<file path="src/gcode_cfg.svh">
`ifndef GCODE_CFG_SVH
`define GCODE_CFG_SVH

// ascii character width.
`define CHAR_BITS 8

// signed width of the integer result.
`define POS_BITS 14

// signed width of the result in hundredths.
`define PRECISE_BITS 21

// largest integer magnitude that is accepted.
`define POS_MAX 8191

// character FIFO size, the depth must be a power of two.
`define FIFO_DEPTH 128
`define FIFO_ADDR_BITS 7

`endif

</file>
<file path="src/gcode_pkg.sv">
`include "gcode_cfg.svh"

package gcode_pkg;

	typedef logic [`CHAR_BITS-1:0] char_t;
	typedef logic [3:0] digit_t;
	typedef logic signed [`POS_BITS-1:0] pos_t;
	typedef logic signed [`PRECISE_BITS-1:0] precise_t;
	typedef logic [`POS_BITS-1:0] mag_t;
	typedef logic [6:0] hund_t; // holds 0 to 99.

	typedef enum logic [3:0] {
		IDLE,
		FETCH,
		WAIT_CHAR,
		LEAD_SPACE,
		POST_TITLE,
		SIGN_OR_DIGIT,
		INT_DIGITS,
		FRAC_DIGITS,
		FINISH
	} scan_state_e;

	typedef struct packed {
		logic clear;
		logic int_digit;
		logic frac_digit;
		digit_t value;
	} digit_ev_t;

	typedef struct packed {
		logic finish;
		logic negative;
		logic saw_digit;
		logic syntax_error;
	} scan_status_t;

	typedef struct packed {
		mag_t mag;
		logic overflow;
	} accum_int_t;

endpackage

</file>
<file path="src/char_fifo.sv">
`timescale 1ns/1ps
`include "gcode_cfg.svh"

module char_fifo (
	input logic sub_intf,
	input logic arst_n,
	input logic wr_en,
	input gcode_pkg::char_t wr_data,
	input logic rd_en,
	output gcode_pkg::char_t rd_data,
	output logic empty,
	output logic full
);

	localparam logic [`FIFO_ADDR_BITS:0] DEPTH = `FIFO_DEPTH;

	gcode_pkg::char_t mem [`FIFO_DEPTH];
	logic [`FIFO_ADDR_BITS-1:0] wr_ptr;
	logic [`FIFO_ADDR_BITS-1:0] rd_ptr;
	logic [`FIFO_ADDR_BITS:0] count;
	logic wr_ok;
	logic rd_ok;

	assign wr_ok = wr_en && !full; // writes into a full buffer are dropped.
	assign rd_ok = rd_en && !empty;
	assign empty = count == '0;
	assign full = count == DEPTH;

	always_ff @(posedge sub_intf) begin
		if (wr_ok) begin
			mem[wr_ptr] <= wr_data;
		end
		if (rd_ok) begin
			rd_data <= mem[rd_ptr]; // valid on the cycle after rd_en.
		end
	end

	always_ff @(posedge sub_intf or negedge arst_n) begin
		if (!arst_n) begin
			wr_ptr <= '0;
			rd_ptr <= '0;
			count <= '0;
		end else begin
			if (wr_ok) begin
				wr_ptr <= wr_ptr + 1'b1; // wraps at the depth.
			end
			if (rd_ok) begin
				rd_ptr <= rd_ptr + 1'b1;
			end
			if (wr_ok && !rd_ok) begin
				count <= count + 1'b1;
			end else if (rd_ok && !wr_ok) begin
				count <= count - 1'b1;
			end
		end
	end

endmodule

</file>
<file path="src/arg_scanner.sv">
`timescale 1ns/1ps

module arg_scanner (
	input logic sub_intf,
	input logic arst_n,
	input logic start,
	input gcode_pkg::char_t title,
	input gcode_pkg::char_t rd_data,
	input logic empty,
	output logic rd_en,
	output gcode_pkg::digit_ev_t ev,
	output gcode_pkg::scan_status_t status,
	output logic rdy
);

	localparam gcode_pkg::char_t CHAR_SPACE = 8'h20;
	localparam gcode_pkg::char_t CHAR_NL = 8'h0a;
	localparam gcode_pkg::char_t CHAR_MINUS = 8'h2d;
	localparam gcode_pkg::char_t CHAR_DOT = 8'h2e;
	localparam gcode_pkg::char_t CHAR_ZERO = 8'h30;
	localparam gcode_pkg::char_t CHAR_NINE = 8'h39;

	gcode_pkg::scan_state_e state;
	gcode_pkg::scan_state_e state_next;
	gcode_pkg::scan_state_e phase; // where in the argument the next character lands.
	gcode_pkg::scan_state_e phase_next;
	gcode_pkg::char_t title_q;
	logic negative_q;
	logic saw_digit_q;
	logic syntax_error_q;
	logic neg_next;
	logic saw_next;
	logic err_next;
	logic finish_d;
	logic is_digit;
	logic is_end;

	assign is_digit = (rd_data >= CHAR_ZERO) && (rd_data <= CHAR_NINE);
	assign is_end = (rd_data == CHAR_SPACE) || (rd_data == CHAR_NL);
	assign rdy = (state == gcode_pkg::IDLE) && !finish_d; // stays low through the done cycle.

	assign status.finish = state == gcode_pkg::FINISH;
	assign status.negative = negative_q;
	assign status.saw_digit = saw_digit_q;
	assign status.syntax_error = syntax_error_q;

	always_comb begin
		state_next = state;
		phase_next = phase;
		neg_next = negative_q;
		saw_next = saw_digit_q;
		err_next = syntax_error_q;
		rd_en = 1'b0;
		ev = '0;
		ev.value = rd_data[3:0]; // the low nibble of an ascii digit is its value.
		case (state)
			gcode_pkg::IDLE: begin
				if (start && rdy) begin
					ev.clear = 1'b1;
					state_next = gcode_pkg::FETCH;
					phase_next = gcode_pkg::LEAD_SPACE;
					neg_next = 1'b0;
					saw_next = 1'b0;
					err_next = 1'b0;
				end
			end
			gcode_pkg::FETCH: begin
				if (!empty) begin
					rd_en = 1'b1;
					state_next = gcode_pkg::WAIT_CHAR;
				end
			end
			gcode_pkg::WAIT_CHAR: begin
				state_next = gcode_pkg::FETCH;
				case (phase)
					gcode_pkg::LEAD_SPACE: begin
						if (rd_data == title_q) begin
							phase_next = gcode_pkg::POST_TITLE;
						end else if (rd_data != CHAR_SPACE) begin
							state_next = gcode_pkg::FINISH;
							err_next = 1'b1;
						end
					end
					gcode_pkg::POST_TITLE: begin
						if (rd_data == CHAR_NL) begin
							state_next = gcode_pkg::FINISH;
						end else if (rd_data == CHAR_MINUS) begin
							neg_next = 1'b1;
							phase_next = gcode_pkg::SIGN_OR_DIGIT;
						end else if (is_digit) begin
							ev.int_digit = 1'b1;
							saw_next = 1'b1;
							phase_next = gcode_pkg::INT_DIGITS;
						end else if (rd_data == CHAR_DOT) begin
							phase_next = gcode_pkg::FRAC_DIGITS;
						end else if (rd_data != CHAR_SPACE) begin
							state_next = gcode_pkg::FINISH;
							err_next = 1'b1;
						end
					end
					gcode_pkg::SIGN_OR_DIGIT, gcode_pkg::INT_DIGITS: begin
						if (is_end) begin
							state_next = gcode_pkg::FINISH;
						end else if (is_digit) begin
							ev.int_digit = 1'b1;
							saw_next = 1'b1;
							phase_next = gcode_pkg::INT_DIGITS;
						end else if (rd_data == CHAR_DOT) begin
							phase_next = gcode_pkg::FRAC_DIGITS;
						end else begin
							state_next = gcode_pkg::FINISH; // a second minus lands here too.
							err_next = 1'b1;
						end
					end
					gcode_pkg::FRAC_DIGITS: begin
						if (is_end) begin
							state_next = gcode_pkg::FINISH;
						end else if (is_digit) begin
							ev.frac_digit = 1'b1;
							saw_next = 1'b1;
						end else begin
							state_next = gcode_pkg::FINISH;
							err_next = 1'b1;
						end
					end
					default: begin
						state_next = gcode_pkg::FINISH;
						err_next = 1'b1;
					end
				endcase
			end
			gcode_pkg::FINISH: begin
				state_next = gcode_pkg::IDLE;
			end
			default: begin
				state_next = gcode_pkg::IDLE;
			end
		endcase
	end

	always_ff @(posedge sub_intf) begin
		if (start && rdy) begin
			title_q <= title;
		end
	end

	always_ff @(posedge sub_intf or negedge arst_n) begin
		if (!arst_n) begin
			state <= gcode_pkg::IDLE;
			phase <= gcode_pkg::LEAD_SPACE;
			negative_q <= 1'b0;
			saw_digit_q <= 1'b0;
			syntax_error_q <= 1'b0;
			finish_d <= 1'b0;
		end else begin
			state <= state_next;
			phase <= phase_next;
			negative_q <= neg_next;
			saw_digit_q <= saw_next;
			syntax_error_q <= err_next;
			finish_d <= state == gcode_pkg::FINISH; // lines up with done from the combiner.
		end
	end

endmodule

</file>
<file path="src/int_accum.sv">
`timescale 1ns/1ps
`include "gcode_cfg.svh"

module int_accum (
	input logic sub_intf,
	input logic arst_n,
	input gcode_pkg::digit_ev_t ev,
	output gcode_pkg::accum_int_t acc
);

	logic [`POS_BITS+3:0] wide_mag;
	logic [`POS_BITS+3:0] wide_digit;
	logic [`POS_BITS+3:0] next_val;

	assign wide_mag = {4'b0000, acc.mag};
	assign wide_digit = {{`POS_BITS{1'b0}}, ev.value};
	assign next_val = (wide_mag << 3) + (wide_mag << 1) + wide_digit; // mag * 10 + digit.

	always_ff @(posedge sub_intf or negedge arst_n) begin
		if (!arst_n) begin
			acc <= '0;
		end else if (ev.clear) begin
			acc <= '0;
		end else if (ev.int_digit && !acc.overflow) begin
			if (next_val > `POS_MAX) begin
				acc.overflow <= 1'b1; // magnitude stays frozen from here on.
			end else begin
				acc.mag <= next_val[`POS_BITS-1:0];
			end
		end
	end

endmodule

</file>
<file path="src/frac_accum.sv">
`timescale 1ns/1ps

module frac_accum (
	input logic sub_intf,
	input logic arst_n,
	input gcode_pkg::digit_ev_t ev,
	output gcode_pkg::hund_t hundredths
);

	logic [1:0] digits_seen; // saturates at two.
	gcode_pkg::hund_t digit_wide;
	gcode_pkg::hund_t tenths;

	assign digit_wide = {3'b000, ev.value};
	assign tenths = (digit_wide << 3) + (digit_wide << 1);

	always_ff @(posedge sub_intf or negedge arst_n) begin
		if (!arst_n) begin
			digits_seen <= '0;
			hundredths <= '0;
		end else if (ev.clear) begin
			digits_seen <= '0;
			hundredths <= '0;
		end else if (ev.frac_digit) begin
			case (digits_seen)
				2'd0: begin
					hundredths <= tenths;
					digits_seen <= 2'd1;
				end
				2'd1: begin
					hundredths <= hundredths + digit_wide;
					digits_seen <= 2'd2;
				end
				default: begin
					digits_seen <= 2'd2; // further digits carry no weight.
				end
			endcase
		end
	end

endmodule

</file>
<file path="src/arg_combiner.sv">
`timescale 1ns/1ps
`include "gcode_cfg.svh"

module arg_combiner (
	input logic sub_intf,
	input logic arst_n,
	input gcode_pkg::scan_status_t status,
	input gcode_pkg::accum_int_t acc,
	input gcode_pkg::hund_t hundredths,
	output gcode_pkg::pos_t num,
	output gcode_pkg::precise_t precise_num,
	output logic arg_too_big,
	output logic success,
	output logic done
);

	gcode_pkg::pos_t num_mag;
	logic [`PRECISE_BITS-1:0] mag_wide;
	logic [`PRECISE_BITS-1:0] hund_wide;
	logic [`PRECISE_BITS-1:0] precise_mag;
	logic ok;

	assign num_mag = gcode_pkg::pos_t'(acc.mag); // fits since the magnitude never passes the max.
	assign mag_wide = {{(`PRECISE_BITS-`POS_BITS){1'b0}}, acc.mag};
	assign hund_wide = {{(`PRECISE_BITS-7){1'b0}}, hundredths};
	assign precise_mag = (mag_wide * 7'd100) + hund_wide;
	assign ok = !status.syntax_error && !acc.overflow && status.saw_digit;

	always_ff @(posedge sub_intf or negedge arst_n) begin
		if (!arst_n) begin
			num <= '0;
			precise_num <= '0;
			arg_too_big <= 1'b0;
			success <= 1'b0;
			done <= 1'b0;
		end else begin
			done <= status.finish;
			if (status.finish) begin
				arg_too_big <= acc.overflow;
				success <= ok;
				if (!ok) begin
					num <= '0;
					precise_num <= '0;
				end else if (status.negative) begin
					num <= -num_mag;
					precise_num <= -gcode_pkg::precise_t'(precise_mag);
				end else begin
					num <= num_mag;
					precise_num <= gcode_pkg::precise_t'(precise_mag);
				end
			end
		end
	end

endmodule

</file>
<file path="src/arg_subparser.sv">
`timescale 1ns/1ps

module arg_subparser (
	input logic sub_intf,
	input logic arst_n,
	input logic wr_en,
	input gcode_pkg::char_t wr_data,
	output logic full,
	input logic start,
	input gcode_pkg::char_t title,
	output logic rdy,
	output logic done,
	output gcode_pkg::pos_t num,
	output gcode_pkg::precise_t precise_num,
	output logic arg_too_big,
	output logic success
);

	gcode_pkg::char_t rd_data;
	logic rd_en;
	logic empty;
	gcode_pkg::digit_ev_t ev;
	gcode_pkg::scan_status_t status;
	gcode_pkg::accum_int_t acc;
	gcode_pkg::hund_t hundredths;

	char_fifo i_char_fifo (
		.sub_intf(sub_intf),
		.arst_n(arst_n),
		.wr_en(wr_en),
		.wr_data(wr_data),
		.rd_en(rd_en),
		.rd_data(rd_data),
		.empty(empty),
		.full(full)
	);

	arg_scanner i_arg_scanner (
		.sub_intf(sub_intf),
		.arst_n(arst_n),
		.start(start),
		.title(title),
		.rd_data(rd_data),
		.empty(empty),
		.rd_en(rd_en),
		.ev(ev),
		.status(status),
		.rdy(rdy)
	);

	int_accum i_int_accum (
		.sub_intf(sub_intf),
		.arst_n(arst_n),
		.ev(ev),
		.acc(acc)
	);

	frac_accum i_frac_accum (
		.sub_intf(sub_intf),
		.arst_n(arst_n),
		.ev(ev),
		.hundredths(hundredths)
	);

	arg_combiner i_arg_combiner (
		.sub_intf(sub_intf),
		.arst_n(arst_n),
		.status(status),
		.acc(acc),
		.hundredths(hundredths),
		.num(num),
		.precise_num(precise_num),
		.arg_too_big(arg_too_big),
		.success(success),
		.done(done)
	);

endmodule

</file>
<file path="config.mk">
export PLATFORM = sky130hd
export DESIGN_NAME = arg_subparser
export DESIGN_NICKNAME = d
export VERILOG_FILES = /design/src/gcode_pkg.sv /design/src/char_fifo.sv /design/src/arg_scanner.sv /design/src/int_accum.sv /design/src/frac_accum.sv /design/src/arg_combiner.sv /design/src/arg_subparser.sv
export VERILOG_INCLUDE_DIRS = /design/src /design/src/src
export SDC_FILE = /design/constraint.sdc
export NUM_CORES = 2
export LEC_CHECK = 0
export ABC_AREA = 1
export BUFFER_PORTS_ARGS = -buffer_cell sky130_fd_sc_hd__buf_2
export CAP_MARGIN = 20
export CORE_UTILIZATION = 49
export CTS_BUF_LIST = sky130_fd_sc_hd__clkbuf_8
export CTS_CLUSTER_DIAMETER = 120
export DETAILED_ROUTE_END_ITERATION = 6
export SETUP_SLACK_MARGIN = 0.1
export SLEW_MARGIN = 30
export SYNTH_ARGS = -nofsm -noshare
export SYNTH_HDL_FRONTEND = slang
export SYNTH_HIERARCHICAL = 1
export SYNTH_SLANG_ARGS = --single-unit
</file>
<file path="constraint.sdc">
create_clock -name sub_intf -period 4.2 [get_ports sub_intf]
set_clock_uncertainty 0.2 [all_clocks]
set_input_delay 0 -clock sub_intf [delete_from_list [all_inputs] [get_ports sub_intf]]
set_output_delay 0 -clock sub_intf [all_outputs]
set_load 0.005 [all_outputs]
</file>
==> flow_summary.yaml <==
timing:
  hold_violations: 0
  rsz0062_at_grt: "true"
  timing.final.crit_share_pct: 91.4
  finalSetupTns_ps: 0
  slew_violations: 0
  slew-limit-headroom_pct: 33.7
  final-setup-viol-count: 0
  worst_pin_slew_ps: 994
  layout_min_cycle_time_ps: 3840
  fmax_mhz: 260
placement:
  io_buffers: 59
  gp_congestion: 0.860
  dp_hpwl_mm: 89.6
  place_inst: 7037
yosys:
  syn_area_per_cell_um2: 9.58
  dominantRegCellSynth: "edfxtp_1"
  syn_area_um2: 53600
  synth-seq-area-share_pct: 62.7
  yosysWarnings: 6
  async_flop_share_pct: 8.37
  synth_area_leaders: "edfxtp_1 58%, nand2_1 12%, nand3_1 5.2%"
  yosysMostFrequentCell: "nand2_1"
  yosysUniqueCellTypes: 50
  syn_inst: 5596
  syn_nets: 5739
  synth_seq_cells: 1135
  synthTopCellsByCount: "1721 x nand2_1, 1040 x edfxtp_1, 695 x nor2_1, 600 x inv_1, 560 x nand3_1"
  synth_edf_count: 1040
  yosysTopAreaCellShare_pct: 58.3
  synth.largest_area_cell: "edfxtp_1"
floorplan:
  start_util_pct: 49.7
  io_pins: 60
  die_area_um2: 111000
  core_um2: 108000
  rows: 120
  die_h_um: 333
  dieWidth_um: 333
global_route:
  grt_pass1_vias: 37567
  track_usage_pct: 26.0
  antenna_found_initial: 1
  grt_max_degree: 139
  overflow: 0
  grt_pass1_wl_mm: 221
power_and_ir_drop:
  power.switching_fraction_pct: 42.5
  power.share.sequential_pct: 34.2
  power_frac_comb_pct: 42.7
  p_clk_share_pct: 23.1
  power.leakage_nw: 25.9
  p_switching_mw: 16.5
  power.internal_mw: 22.3
  total_power_mw: 38.9
  cellPowerDensity_nw_per_um2: 641
  ir_drop_v: 0.000567
finish:
  nets: 6014
  stdcell_count: 7425
  area_growth_pct: 13.1
  drive_gt1_share_pct: 11.3
clock_network:
  h-tree-depth: 4
  cts-root-buf: "clkbuf_8"
  clock_sinks: 1135
  clock_latency_ps: 880
  clk_pin_slew_ps: 60
  clockBufferDepth: 3
  cts_tree: "yes"
  cts_made_buffers: 189
job:
  cap_violations: 0
status:
  status: "complete, no violations"
route:
  vias: 38851
  drt_drc_violations_left: 0
  routed_wirelength_mm: 143
  antenna_left: 0
  vias_per_cell: 5.23
  drtPass1Iterations: 7
  drt_iter0_drc: 3276
  wl_per_cell_um: 19.3
setup_path:
  critPathCaptureType: "flip-flop"
  crit_type: "reg -> reg"
  worst-path-max-fanout: 6
  worst_setup_path_start_kind: "flip-flop"
  critPathArrivalTime_ps: 4380
  crit_required_ps: 4740
worst_hold_path:
  min_path_type: "in -> reg"
per-layer routing:
metal  global-route usage (%)  wire, µm  share of wire (%)
met1                     35.3     62300                 44
met2                     42.5     68000                 47
met3                     3.98      8490                5.9
met4                     9.40      4420                3.1
met5                        0         0                  0
worst paths after layout:
kind | from | endpoint | slack [ps] | cells past startpoint
worst max-delay path | i_int_accum/acc[6] | i_arg_combiner/precise_num[19] | 360 | 26
worst min-delay path | wr_data[2] | i_char_fifo/mem[126][2] | 20 | 2
worst max register to register | i_int_accum/acc[6] | i_arg_combiner/precise_num[19] | 360 | 26
worst min register to register | i_arg_combiner/num[2] | i_arg_combiner/num[2] | 280 | 2
max in group asynchronous | arst_n | i_arg_scanner/phase[1] | 3310 | 4
min in group asynchronous | arst_n | i_char_fifo/wr_ptr[3] | 130 | 4
sequential cells by signal, indices dropped and copies added, names as in the netlist, 2 cells and up:
register / count
i_char_fifo/rd_data: 8
i_char_fifo/rd_ptr: 7
i_arg_scanner/phase: 4
i_frac_accum/hundredths: 7
i_arg_combiner/precise_num: 21
i_char_fifo/mem: 1024
i_char_fifo/count: 8
i_char_fifo/wr_ptr: 7
i_arg_scanner/state: 3
i_arg_combiner/num: 14
i_int_accum/acc: 15
i_frac_accum/digits_seen: 2
i_arg_scanner/title_q: 8
cell families (layout without fill, tap and decap cells):
family	after synthesis	after routing	synth area share, %
DFF	1135	1135	62.7
adders and majority gates	123	123	3.08
AOI/OAI and AO/OA	350	350	3.43
and+or+nand+nor	3089	3089	23.7
xor gates and xnor gates	29	29	0.474
other	0	3	0
buffers and inverters	870	1293	6.62
through the flow:
| step | util [%] | cell area [µm²] | hold WS, ps | setup slack (ps) |
|---|---|---|---|---|
| 4_1_cts | 55.8 | 60200 | 15.8 | 101 |
| 3_3_place_gp | 52.3 | 56400 | -53.9 | 89.3 |
| 3_5_place_dp | 52.3 | 56400 | -47.5 | 90.9 |
| 2_1_floorplan | - | 53600 | -496 | 474 |
| 5_1_grt | 56.2 | 60600 | 18.4 | 77.1 |
| 6_report | 56.2 | 60600 | 22.7 | 360 |
area by class of cell:
class / count / area (µm²)
timing repair buffer: 331 / 2680
sequential: 1135 / 33600
antenna: 3 / 7.51
clock buffer: 192 / 2640
fill: 9470 / 47200
clock inverter: 147 / 773
inverter: 623 / 2350
tap: 1403 / 1760
multi-input combinational: 3591 / 16800
power by group through the flow:
| stage | combinational, mW | sequential (mW) | clock [mW] |
|---|---|---|---|
| floorplan | 10.8 | 13.4 | 0 |
| global placement | 15.6 | 13.5 | 0 |
| detailed placement | 15.8 | 13.5 | 0 |
| CTS | 15.9 | 13.3 | 9.18 |
| global route | 18.4 | 13.3 | 9.65 |
| finish | 16.6 | 13.3 | 8.97 |
worst max-delay path, stage by stage, from the launching register on:
cell     delay (ps)
dfrtp_1         410
buf_4           170
ha_1            200
ha_1            270
inv_1            50
fa_1            500
inv_1            70
ha_4            300
nand2_2          90
inv_1            70
nand2_1          50
nand2_1          80
inv_1            70
nand2_1          80
nand2_1          60
nand2_2         140
buf_4           140
nand2_2          50
nand2_2          70
buf_4           110
nand2_1          40
nand2_1          60
nand2_2          90
nor2_4          120
nand3_1          80
nand3_1          80
nand2_1          60
what timing repair did:
item	CTS	global route
pin swaps	0	22
setup buffers	1	15
setup endpoints to repair	2	8
cloned	0	0
hold buffers	30	0
gates resized for setup	2	89
hold endpoints to repair	1172	0
layout by cell type (no fill, tap or decap), types with 5 or more instances in the layout:
cell type / netlist / layout
nand3_2: 10 / 10
buf_2: 78 / 50
a21oi_1: 68 / 65
edfxtp_1: 1040 / 1040
buf_12: 0 / 18
inv_2: 19 / 30
nor2_2: 11 / 17
xor2_1: 15 / 15
nor2_1: 695 / 680
nand2_4: 1 / 6
a32o_1: 6 / 6
ha_4: 0 / 8
o21ai_1: 12 / 12
buf_4: 23 / 232
fa_1: 15 / 14
inv_1: 600 / 658
ha_1: 108 / 98
nand3b_1: 5 / 5
clkinv_2: 0 / 10
nand2_1: 1721 / 1694
clkbuf_8: 0 / 192
clkinv_1: 4 / 53
xnor2_1: 14 / 14
dlygate4sd3_1: 0 / 29
nand3_1: 560 / 558
nand4_1: 24 / 24
nand2_2: 21 / 43
o21ai_0: 247 / 247
nor2_4: 8 / 17
nor3_1: 16 / 15
dfrtp_1: 93 / 88
Note: power is estimated with default switching activity, not from simulation.
